[src/source/dsp_sample_pkg.sv]
package dsp_sample_pkg;

	typedef logic signed [15:0] sample_t;

	localparam sample_t SAMPLE_MAX = 16'sh7fff;
	localparam sample_t SAMPLE_MIN = sample_t'(16'h8000);

	// table select for the lookup unit.
	typedef enum logic {
		LUT_RECT = 1'b0,
		LUT_ABS  = 1'b1
	} lut_handle_t;

	// one delay buffer of 1024 samples.
	localparam int DELAY_DEPTH_W = 10;

	function automatic sample_t saturate(input logic signed [31:0] v);
		if (v > SAMPLE_MAX)
			return SAMPLE_MAX;
		if (v < SAMPLE_MIN)
			return SAMPLE_MIN;
		return v[15:0];
	endfunction

	// tables only see the upper 8 bits of the argument.
	function automatic sample_t lut_entry(input lut_handle_t handle, input logic [7:0] idx);
		sample_t base;
		logic signed [31:0] wide;
		base = {idx, 8'h00};
		wide = base;
		if (handle == LUT_ABS)
			return saturate((base < 0) ? -wide : wide);
		return (base > 0) ? base : '0;
	endfunction

endpackage
[src/source/dsp_instr_pkg.sv]
package dsp_instr_pkg;

	// codes 5 to 7 are undefined and execute as NOP with the error flag set.
	typedef enum logic [2:0] {
		NOP   = 3'd0,
		GAIN  = 3'd1,
		LUT   = 3'd2,
		DELAY = 3'd3,
		MIX   = 3'd4
	} opcode_t;

	// imm[11:0] is a signed Q4.8 gain.
	typedef struct packed {
		opcode_t     op;
		logic [12:0] imm;
	} op_imm_t;

	typedef struct packed {
		opcode_t                     op;
		logic [11:0]                 unused;
		dsp_sample_pkg::lut_handle_t handle;
	} op_lut_t;

	typedef union packed {
		op_imm_t op_imm;
		op_lut_t op_lut;
	} instr_t;

endpackage

[src/source/delay_if.sv]
interface delay_if;
	import dsp_sample_pkg::*;

	logic                     req;
	sample_t                  write_data;
	logic                     alloc;
	logic [DELAY_DEPTH_W-1:0] alloc_len;
	sample_t                  read_data;
	logic                     valid;

	// a req is a read of the delayed sample followed by a write of write_data.
	modport core (
		output req, write_data, alloc, alloc_len,
		input  read_data, valid
	);

	modport unit (
		input  req, write_data, alloc, alloc_len,
		output read_data, valid
	);

endinterface

[src/source/lut_if.sv]
interface lut_if;
	import dsp_sample_pkg::*;

	logic        req;
	lut_handle_t handle;
	sample_t     arg;
	sample_t     data;
	logic        valid;

	// valid follows req by exactly one cycle.
	modport core (
		output req, handle, arg,
		input  data, valid
	);

	modport unit (
		input  req, handle, arg,
		output data, valid
	);

endinterface

[src/source/dsp_core.sv]
module dsp_core #(
	parameter int n_blocks = 8
) (
	input  logic                                     clk,
	input  logic                                     arst_n,
	input  logic                                     full_reset,
	input  dsp_sample_pkg::sample_t                  in_sample,
	input  logic                                     in_valid,
	output logic                                     ready,
	output dsp_sample_pkg::sample_t                  out_sample,
	output logic                                     out_valid,
	input  logic                                     instr_write,
	input  logic [$clog2(n_blocks)-1:0]              instr_addr,
	input  dsp_instr_pkg::instr_t                    instr_val,
	output logic                                     instr_write_ack,
	input  logic                                     alloc_delay,
	input  logic [dsp_sample_pkg::DELAY_DEPTH_W-1:0] delay_len,
	output logic                                     error,
	lut_if.core                                      lut,
	delay_if.core                                    dly
);
	import dsp_sample_pkg::*;
	import dsp_instr_pkg::*;

	localparam int addr_w = $clog2(n_blocks);

	typedef enum logic [1:0] {
		S_IDLE,
		S_RUN,
		S_WAIT,
		S_OUT
	} state_t;

	state_t state;
	logic [addr_w-1:0] slot;
	instr_t imem [n_blocks];
	instr_t cur;
	sample_t acc;
	sample_t sample_q;
	logic host_ok;
	logic wait_op;
	logic undef_op;
	logic slot_done;
	logic last_slot;
	logic signed [11:0] gain_imm;
	logic signed [27:0] gain_prod;
	logic signed [16:0] mix_sum;

	assign ready = (state == S_IDLE);
	assign out_valid = (state == S_OUT);
	assign out_sample = acc;
	assign host_ok = ready && !in_valid;

	assign cur = imem[slot];
	assign wait_op = (cur.op_imm.op == LUT) || (cur.op_imm.op == DELAY);
	assign undef_op = (cur.op_imm.op > MIX);
	assign last_slot = (slot == addr_w'(n_blocks - 1));
	assign slot_done = ((state == S_RUN) && !wait_op) ||
		((state == S_WAIT) && (lut.valid || dly.valid));

	assign gain_imm = cur.op_imm.imm[11:0];
	assign gain_prod = acc * gain_imm;
	assign mix_sum = acc + sample_q;

	assign lut.req = (state == S_RUN) && (cur.op_lut.op == LUT);
	assign lut.handle = cur.op_lut.handle;
	assign lut.arg = acc;

	// full_reset also empties the delay line through a forced alloc.
	assign dly.req = (state == S_RUN) && (cur.op_imm.op == DELAY);
	assign dly.write_data = acc;
	assign dly.alloc = full_reset || (alloc_delay && host_ok);
	assign dly.alloc_len = delay_len;

	always_ff @(posedge clk or negedge arst_n) begin
		if (!arst_n) begin
			for (int i = 0; i < n_blocks; i++)
				imem[i] <= '0;
		end else if (full_reset) begin
			for (int i = 0; i < n_blocks; i++)
				imem[i] <= '0;
		end else if (instr_write && host_ok) begin
			imem[instr_addr] <= instr_val;
		end
	end

	always_ff @(posedge clk or negedge arst_n) begin
		if (!arst_n) begin
			state <= S_IDLE;
			slot <= '0;
			error <= 1'b0;
			instr_write_ack <= 1'b0;
		end else if (full_reset) begin
			state <= S_IDLE;
			slot <= '0;
			error <= 1'b0;
			instr_write_ack <= 1'b0;
		end else begin
			instr_write_ack <= instr_write && host_ok;
			if ((state == S_RUN) && undef_op)
				error <= 1'b1;
			case (state)
				S_IDLE: begin
					if (in_valid) begin
						state <= S_RUN;
						slot <= '0;
					end
				end
				S_OUT: state <= S_IDLE;
				default: begin
					if (slot_done) begin
						if (last_slot) begin
							state <= S_OUT;
						end else begin
							slot <= slot + 1'b1;
							state <= S_RUN;
						end
					end else if (state == S_RUN) begin
						state <= S_WAIT;
					end
				end
			endcase
		end
	end

	// acc starts as the accepted sample and then takes the result of each slot in turn.
	always_ff @(posedge clk) begin
		if ((state == S_IDLE) && in_valid) begin
			acc <= in_sample;
			sample_q <= in_sample;
		end else if (state == S_RUN) begin
			if (cur.op_imm.op == GAIN)
				acc <= saturate(gain_prod >>> 8);
			else if (cur.op_imm.op == MIX)
				acc <= saturate(mix_sum);
		end else if (state == S_WAIT) begin
			if (lut.valid)
				acc <= lut.data;
			else if (dly.valid)
				acc <= dly.read_data;
		end
	end

endmodule

[src/flat_wrapper.sv]
// flat-port wrapper written by rule: the top's interface ports become plain ports
module dsp_core_flat import dsp_sample_pkg::*; import dsp_instr_pkg::*;
#(
	parameter int n_blocks = 8
)
  (clk, arst_n, full_reset, in_sample, in_valid, ready, out_sample, out_valid, instr_write, instr_addr, instr_val, instr_write_ack, alloc_delay, delay_len, error, lut_req, lut_handle, lut_arg, lut_data, lut_valid, dly_req, dly_write_data, dly_alloc, dly_alloc_len, dly_read_data, dly_valid);
  lut_if lut_i ();
  delay_if dly_i ();
  input  logic clk;
  input  logic arst_n;
  input  logic full_reset;
  input  dsp_sample_pkg::sample_t in_sample;
  input  logic in_valid;
  output logic ready;
  output dsp_sample_pkg::sample_t out_sample;
  output logic out_valid;
  input  logic instr_write;
  input  logic [$clog2(n_blocks)-1:0] instr_addr;
  input  dsp_instr_pkg::instr_t instr_val;
  output logic instr_write_ack;
  input  logic alloc_delay;
  input  logic [dsp_sample_pkg::DELAY_DEPTH_W-1:0] delay_len;
  output logic error;
  output wire logic [$bits(lut_i.req)-1:0] lut_req;
  output wire logic [$bits(lut_i.handle)-1:0] lut_handle;
  output wire logic [$bits(lut_i.arg)-1:0] lut_arg;
  input wire logic [$bits(lut_i.data)-1:0] lut_data;
  input wire logic [$bits(lut_i.valid)-1:0] lut_valid;
  output wire logic [$bits(dly_i.req)-1:0] dly_req;
  output wire logic [$bits(dly_i.write_data)-1:0] dly_write_data;
  output wire logic [$bits(dly_i.alloc)-1:0] dly_alloc;
  output wire logic [$bits(dly_i.alloc_len)-1:0] dly_alloc_len;
  input wire logic [$bits(dly_i.read_data)-1:0] dly_read_data;
  input wire logic [$bits(dly_i.valid)-1:0] dly_valid;
  assign lut_req = lut_i.req;
  assign lut_handle = lut_i.handle;
  assign lut_arg = lut_i.arg;
  assign lut_i.data = lut_data;
  assign lut_i.valid = lut_valid;
  assign dly_req = dly_i.req;
  assign dly_write_data = dly_i.write_data;
  assign dly_alloc = dly_i.alloc;
  assign dly_alloc_len = dly_i.alloc_len;
  assign dly_i.read_data = dly_read_data;
  assign dly_i.valid = dly_valid;
  dsp_core #(.n_blocks(n_blocks)) u_core (.clk(clk), .arst_n(arst_n), .full_reset(full_reset), .in_sample(in_sample), .in_valid(in_valid), .ready(ready), .out_sample(out_sample), .out_valid(out_valid), .instr_write(instr_write), .instr_addr(instr_addr), .instr_val(instr_val), .instr_write_ack(instr_write_ack), .alloc_delay(alloc_delay), .delay_len(delay_len), .error(error), .lut(lut_i), .dly(dly_i));
endmodule
[config.mk]
export PLATFORM = sky130hd
export DESIGN_NAME = dsp_core_flat
export DESIGN_NICKNAME = d
export VERILOG_FILES = /design/src/source/dsp_sample_pkg.sv /design/src/source/dsp_instr_pkg.sv /design/src/source/delay_if.sv /design/src/source/lut_if.sv /design/src/source/dsp_core.sv /design/src/flat_wrapper.sv
export SDC_FILE = /design/constraint.sdc
export NUM_CORES = 1
export LEC_CHECK = 0
export BUFFER_PORTS_ARGS = -buffer_cell sky130_fd_sc_hd__buf_2
export CAP_MARGIN = 20
export CORE_ASPECT_RATIO = 1.25
export CORE_MARGIN = 2
export CORE_UTILIZATION = 40
export CTS_CLUSTER_DIAMETER = 200
export DETAILED_ROUTE_END_ITERATION = 10
export GPL_TIMING_DRIVEN = 0
export PLACE_DENSITY = 0.56
export SYNTH_ARGS = -nofsm -noshare
export SYNTH_HDL_FRONTEND = slang
export SYNTH_SLANG_ARGS = --single-unit
[constraint.sdc]
create_clock -name clk -period 22.1 [get_ports clk]
set_clock_uncertainty 0.1 [all_clocks]
set_input_delay 4.42 -clock clk [delete_from_list [all_inputs] [get_ports clk]]
set_output_delay 4.42 -clock clk [all_outputs]
set_load 0.02 [all_outputs]
==> results.json, run 1 <==
{
  "rows": 80,
  "cts.path.max_buffers": 2,
  "relSlewSlack": 0.3120,
  "start_util": 0.4027,
  "syn-cell-area_um2": 15280,
  "ant_nets": 0,
  "final_cells": 2127,
  "root_buffer": "clkbuf_16",
  "critPathKind": "in2out",
  "min-delay-start": "u_core.imem[68]",
  "r2r_start": "u_core.slot[1]",
  "ys_types": 66,
  "setup_viol": 0,
  "port-buffer-count": 123,
  "drc_errors": 0,
  "yosysMostFrequentCell": "inv_1",
  "end_kind": "output pin",
  "synth_seq_cells": 159,
  "clk_latency_ns": 0.45,
  "sw_frac_of_total": 0.4400,
  "hold_path_class": "reg2reg",
  "outcome": "complete, no violations",
  "cts-resized-gates": 0,
  "critPathArrivalTime_ns": 5.47,
  "synthCells": 1475,
  "synthTopCellsByCount": "inv_1 (219), fa_1 (177), nand2_1 (137), dfrtp_1 (127), a22o_1 (120)",
  "chipHeight_um": 222.5,
  "rsz0062_at_grt": "false",
  "async_reset_ff_frac": 0.7987,
  "synth_nets": 1816,
  "path_clk_slew_ns": 0.06,
  "p_sw_uw": 612.9,
  "finalCritPeriodShare": 0.4518,
  "max_freq_mhz": 100.1,
  "synth.largest_area_cell": "fa_1",
  "cts_setup_buffers": 0,
  "drtIter0Drc": 633,
  "grt_max_degree": 97,
  "grt_pass1_vias": 12260,
  "grt_pass1_wl_mm": 66.08,
  "post-route-min-period_ns": 9.986,
  "drive_gt1_frac": 0.1706,
  "p_seq_frac": 0.285,
  "cts_max_level": 4,
  "ys.warnings.count": 0,
  "p_per_area_nw_per_um2": 81.15,
  "core-area_um2": 37940,
  "numCtsBuffers": 17,
  "finalPower_uw": 1393,
  "pwr-share-comb": 0.506,
  "antenna_cells": 0,
  "place.gp.congestion": 0.8604,
  "boundaryPins": 151,
  "startpoint_type": "input port",
  "area_growth_pct": 12.36,
  "vias": 11190,
  "antenna_found_initial": 0,
  "grt-ovfl-total": 0,
  "fill_cells": 3642,
  "die_x_um": 178.8,
  "reg2reg_depth": 29,
  "fin_nets": 1963,
  "synth-main-ff-cell": "dfrtp_1",
  "hold_viol": 0,
  "dp_hpwl_mm": 33.27,
  "timing.setup.tns_ns": 0,
  "required_ns": 17.58,
  "track_usage": 0.2164,
  "p_int_uw": 780.0,
  "maxCapViolations": 0,
  "die-area_um2": 39780,
  "place_area_um2": 16590,
  "yosysTopAreaCellShare": 0.2320,
  "final_area_um2": 17160,
  "hold_depth": 1,
  "leakage_uw": 0.008329,
  "syn_avg_cell_area_um2": 10.36,
  "clock-sinks": 159,
  "ys_top_cells_by_area": "fa_1 (23%), dfrtp_1 (21%), a22o_1 (6.9%)",
  "holdPathEnd": "u_core.imem[68]",
  "synth_edf_count": 32,
  "ir_drop_mv": 0.05710,
  "first_pass_iters": 5,
  "wl_per_cell_um": 19.33,
  "cp_max_fo": 4,
  "via_per_inst": 5.263,
  "ys_seq_area_frac": 0.2709,
  "hold_buffers": 0,
  "cts_tree": "done",
  "reg2reg_setup_slack_ns": 12.80,
  "worstMarginPinSlew_ns": 1.003,
  "r2r-end": "u_core.dly.write_data[1]",
  "place_inst": 2095,
  "pwr-share-clk": 0.209,
  "drv_slew": 0,
  "routed_wl_mm": 41.11
}
==> layer usage <==
metal	share of wire	routed length, um	track usage
met3	0.024	970	0.02293
met1	0.41	16720	0.2591
met2	0.54	22130	0.3975
met4	0.031	1285	0.07501
met5	0	0	0
==> stage by stage <==
| step | setup WS, ns | hold slack, ns | util |
|---|---|---|---|
| after floorplan | 12.70 | 0.3678 | - |
| final | 12.11 | 0.4010 | 0.4524 |
| after global routing | 12.08 | 0.4129 | 0.4524 |
| after detailed placement | 12.07 | 0.3855 | 0.4373 |
| after CTS | 12.06 | 0.4036 | 0.4524 |
| after global placement | 12.09 | 0.3829 | 0.4351 |
==> flip-flops by register name (all words and copies together), names as in the netlist <==
register / flops
u_core.error: 1
u_core.state: 2
u_core.dly.write_data: 16
u_core.sample_q: 16
u_core.imem: 120
u_core.slot: 3
u_core.instr_write_ack: 1
==> placed cells by master (no fill, tap or decap), types with 13 or more instances in the layout <==
master,instances
a21boi_0,19
a21oi_1,38
a22o_1,120
and2_1,33
buf_1,18
buf_2,127
buf_4,44
clkbuf_1,58
clkbuf_16,17
dfrtp_1,127
edfxtp_1,32
fa_1,177
ha_1,79
inv_1,219
mux2_2,20
mux2i_1,17
mux4_2,30
nand2_1,137
nand2b_1,14
nor2_1,58
nor2b_1,36
nor3_1,14
o21ai_0,21
xnor2_1,26
xor2_1,13
==> critical path, stage by stage <==
cell and delay (ns):
buf_2 0.11, nor2b_1 0.57, a21o_1 0.21, buf_2 0.16
==> power by group through the flow <==
stage	Clock, uW	Sequential [uW]	Combinational [uW]
final	292	396	705
after global routing	308	400	777
after CTS	298	399	709
after detailed placement	0	405	704
after global placement	0	404	690
after floorplan	0	393	483
==> logic make-up (layout without fill, tap and decap cells) <==
| family | count (synthesis) | in the layout | synth area share |
|---|---|---|---|
| AOI/OAI and AO/OA | 283 | 283 | 0.1424 |
| adders and majority gates | 256 | 256 | 0.2967 |
| muxes | 67 | 67 | 0.07011 |
| buffers and inverters | 344 | 504 | 0.09624 |
| xor gates and xnor gates | 39 | 39 | 0.02236 |
| DFF | 159 | 159 | 0.2709 |
| and+or+nand+nor | 327 | 327 | 0.1012 |
==> how the worst max path moves through the flow <==
stage,startpoint,cells past startpoint,end
3_5_place_dp,in_valid,4,dly_alloc
3_3_place_gp,in_valid,4,dly_alloc
5_1_grt,in_valid,4,dly_alloc
2_1_floorplan,full_reset,2,dly_alloc
4_1_cts,in_valid,4,dly_alloc
6_report,in_valid,4,dly_alloc
==> area by class of cell <==
| cell class | count | area [um^2] | share of cell area |
|---|---|---|---|
| clock inverter | 13 | 130.1 | 0.007581 |
| inverter | 220 | 825.8 | 0.04811 |
| tap | 492 | 615.6 | 0.03587 |
| multi-input combinational | 972 | 9672 | 0.5635 |
| timing repair buffer | 128 | 694.4 | 0.04046 |
| buffer | 124 | 644.4 | 0.03754 |
| clock buffer | 19 | 442.9 | 0.02581 |
| sequential | 159 | 4139 | 0.2411 |
(Power assumes the default switching activity.)
==> run 2, diff against run 1 <==
Settings changed: ABC_AREA from default to 1.
Clock period 22.1 ns to 9.84 ns, I/O delays scaled along.
==> run 2 against run 1 <==
Global-route usage up 1.8 points. Core utilization about the same. Setup slack worse by 10 ns. Non-clock buffer count up 3. Design area up 5.3%. Synthesized cell count up 39%. First-iteration DRC count up 59%. Area after synthesis up 5.5%. Critical path type is now reg2reg. Largest cell class unchanged.
==> results.json, run 2 <==
{
  "drtIter0Drc": 1005,
  "grt-ovfl-total": 0,
  "grt_max_degree": 67,
  "yosysMostFrequentCell": "inv_1",
  "rows": 82,
  "ys_seq_area_frac": 0.2569,
  "grt_pass1_vias": 14160,
  "reg2reg_setup_slack_ns": 1.85,
  "drc_errors": 0,
  "synth_nets": 2392,
  "synth_edf_count": 32,
  "critPathMaxStageDelay_ns": 0.58,
  "root_buffer": "clkbuf_16",
  "post-route-min-period_ns": 7.991,
  "r2r-end": "u_core.dly.write_data[8]",
  "critPathKind": "reg2reg",
  "via_per_inst": 5.061,
  "cts.path.max_buffers": 2,
  "final_cell_mix": "inv_1 (435), nand2_1 (418), fa_1 (177)",
  "die_x_um": 183.5,
  "vias": 13800,
  "antenna_found_initial": 1,
  "ys_top_cells_by_area": "fa_1 (22%), dfrtp_1 (20%), inv_1 (10%)",
  "timing.setup.tns_ns": 0,
  "synth.largest_area_cell": "fa_1",
  "yosysTopAreaCellShare": 0.2199,
  "multi_input_area_um2": 9651,
  "ys_types": 44,
  "hold_path_class": "reg2reg",
  "crit_top_cell": "nand2_1",
  "max_freq_mhz": 125.1,
  "place.gp.congestion": 0.8901,
  "cts-resized-gates": 0,
  "worstMarginPinSlew_ns": 1.282,
  "die-area_um2": 41910,
  "routed_wl_mm": 47.83,
  "reg2reg_depth": 35,
  "finalCritPeriodShare": 0.8121,
  "start_util": 0.4037,
  "synthCells": 2051,
  "chipHeight_um": 228.4,
  "startpoint": "u_core.slot[1]",
  "fill_cells": 4042,
  "seq_area_um2": 4139,
  "cts_max_level": 4,
  "ys.warnings.count": 0,
  "boundaryPins": 151,
  "drv_slew": 0,
  "numCtsBuffers": 17,
  "track_usage": 0.2342,
  "outcome": "complete, no violations",
  "area_growth_pct": 12.16,
  "synthTopCellsByCount": "inv_1 (435), nand2_1 (418), fa_1 (177), a21oi_1 (139), nor2_1 (137)",
  "critPathSlowestCell": "clkbuf_1",
  "grt_pass1_wl_mm": 76.29,
  "async_reset_ff_frac": 0.7987,
  "dp_hpwl_mm": 39.32,
  "required_ns": 9.94,
  "core-area_um2": 39910,
  "synth-main-ff-cell": "dfrtp_1",
  "clk_latency_ns": 0.45,
  "critPathArrivalTime_ns": 8.09,
  "regMostFlops": "u_core.imem",
  "rsz0062_at_grt": "false",
  "cts_tree": "done",
  "port-buffer-count": 138,
  "ant_nets": 0,
  "hold_buffers": 0,
  "r2r_start": "u_core.slot[1]",
  "drive_gt1_frac": 0.1269,
  "end_kind": "flop",
  "clock-sinks": 159,
  "fin_nets": 2550,
  "synth_seq_cells": 159,
  "setup_viol": 0,
  "critPathCapture": "u_core.dly.write_data[8]",
  "cp_max_fo": 10,
  "path_clk_slew_ns": 0.07,
  "largest_reg_flops": 120,
  "hold_viol": 0,
  "syn_avg_cell_area_um2": 7.856,
  "syn-cell-area_um2": 16110,
  "relSlewSlack": 0.1383,
  "wl_per_cell_um": 17.54,
  "maxCapViolations": 0,
  "first_pass_iters": 7,
  "startpoint_type": "flop",
  "cts_setup_buffers": 0,
  "mostFrequentLayoutCell": "inv_1"
}
-- run 2: cell types whose count changed in the layout (fill, tap and decap cells not counted), sizes merged, moves of 81 or more --
cell   delta
inv     +218
a22o    -120
nor2     +88
nand2   +297
a21oi   +105
o22ai   +103
o21ai    +81
-- run 2: worst max-delay path: cells and delay by family, from the launching register on --
family | cells | cell delay [ns]
adders and majority gates | 6 | 2.76
buffers and inverters | 11 | 2.28
and+or+nand+nor | 13 | 1.51
AOI/OAI and AO/OA | 5 | 0.64
DFF | 1 | 0.44
-- run 2: metrics by stage --
step,worst slack [ns],hold WS (ns),utilization,instances,instance area (um^2)
after floorplan,3.398,0.3685,-,2051,16110
after global placement,1.911,0.3821,0.4368,2693,17430
after detailed placement,1.863,0.3926,0.4376,2694,17470
after CTS,1.826,0.4077,0.4527,2726,18070
after global routing,1.300,0.4337,0.4528,2727,18070
final,1.849,0.4059,0.4528,2727,18070
-- run 2: layout make-up --
cell class	instances	share of cell area
Multi-Input combinational cell	1333	0.5340
Sequential cell	159	0.2290
Timing Repair Buffer	139	0.04009
Antenna cell	1	0.0001385
Tap cell	504	0.03490
Clock inverter	10	0.006993
Inverter	443	0.09202
Buffer	116	0.03649
Clock buffer	22	0.02631
-- run 2: worst min path at each step --
stage	startpoint	to	slack, ns	cells past startpoint
after floorplan	u_core.imem[112]	u_core.imem[112]	0.37	2
after global placement	u_core.imem[114]	u_core.imem[114]	0.38	2
after detailed placement	u_core.imem[113]	u_core.imem[113]	0.39	2
after CTS	u_core.imem[113]	u_core.imem[113]	0.41	2
after global routing	u_core.imem[121]	u_core.imem[121]	0.43	2
final	u_core.imem[113]	u_core.imem[113]	0.41	2
-- run 2: cells by family after synthesis --
kind of cell | Yosys count | synth area share
DFF | 159 | 0.2569
and+or+nand+nor | 668 | 0.1706
xor gates and xnor gates | 30 | 0.01631
AOI/OAI and AO/OA | 379 | 0.1308
buffers and inverters | 559 | 0.1441
adders and majority gates | 256 | 0.2813
-- run 2: metal layers --
metal	vias to the layer above	share of wire	global-route usage	wire, um
met3	56	0.040	0.02788	1893
li1	6659	-	-	-
met1	6719	0.43	0.2983	20650
met4	0	0.022	0.06700	1072
met5	-	0	0	0
met2	368	0.51	0.4157	24220
Power of run 2 is not shown: default switching activity piles up to over one toggle a cycle in this logic, so the estimate is an artifact.
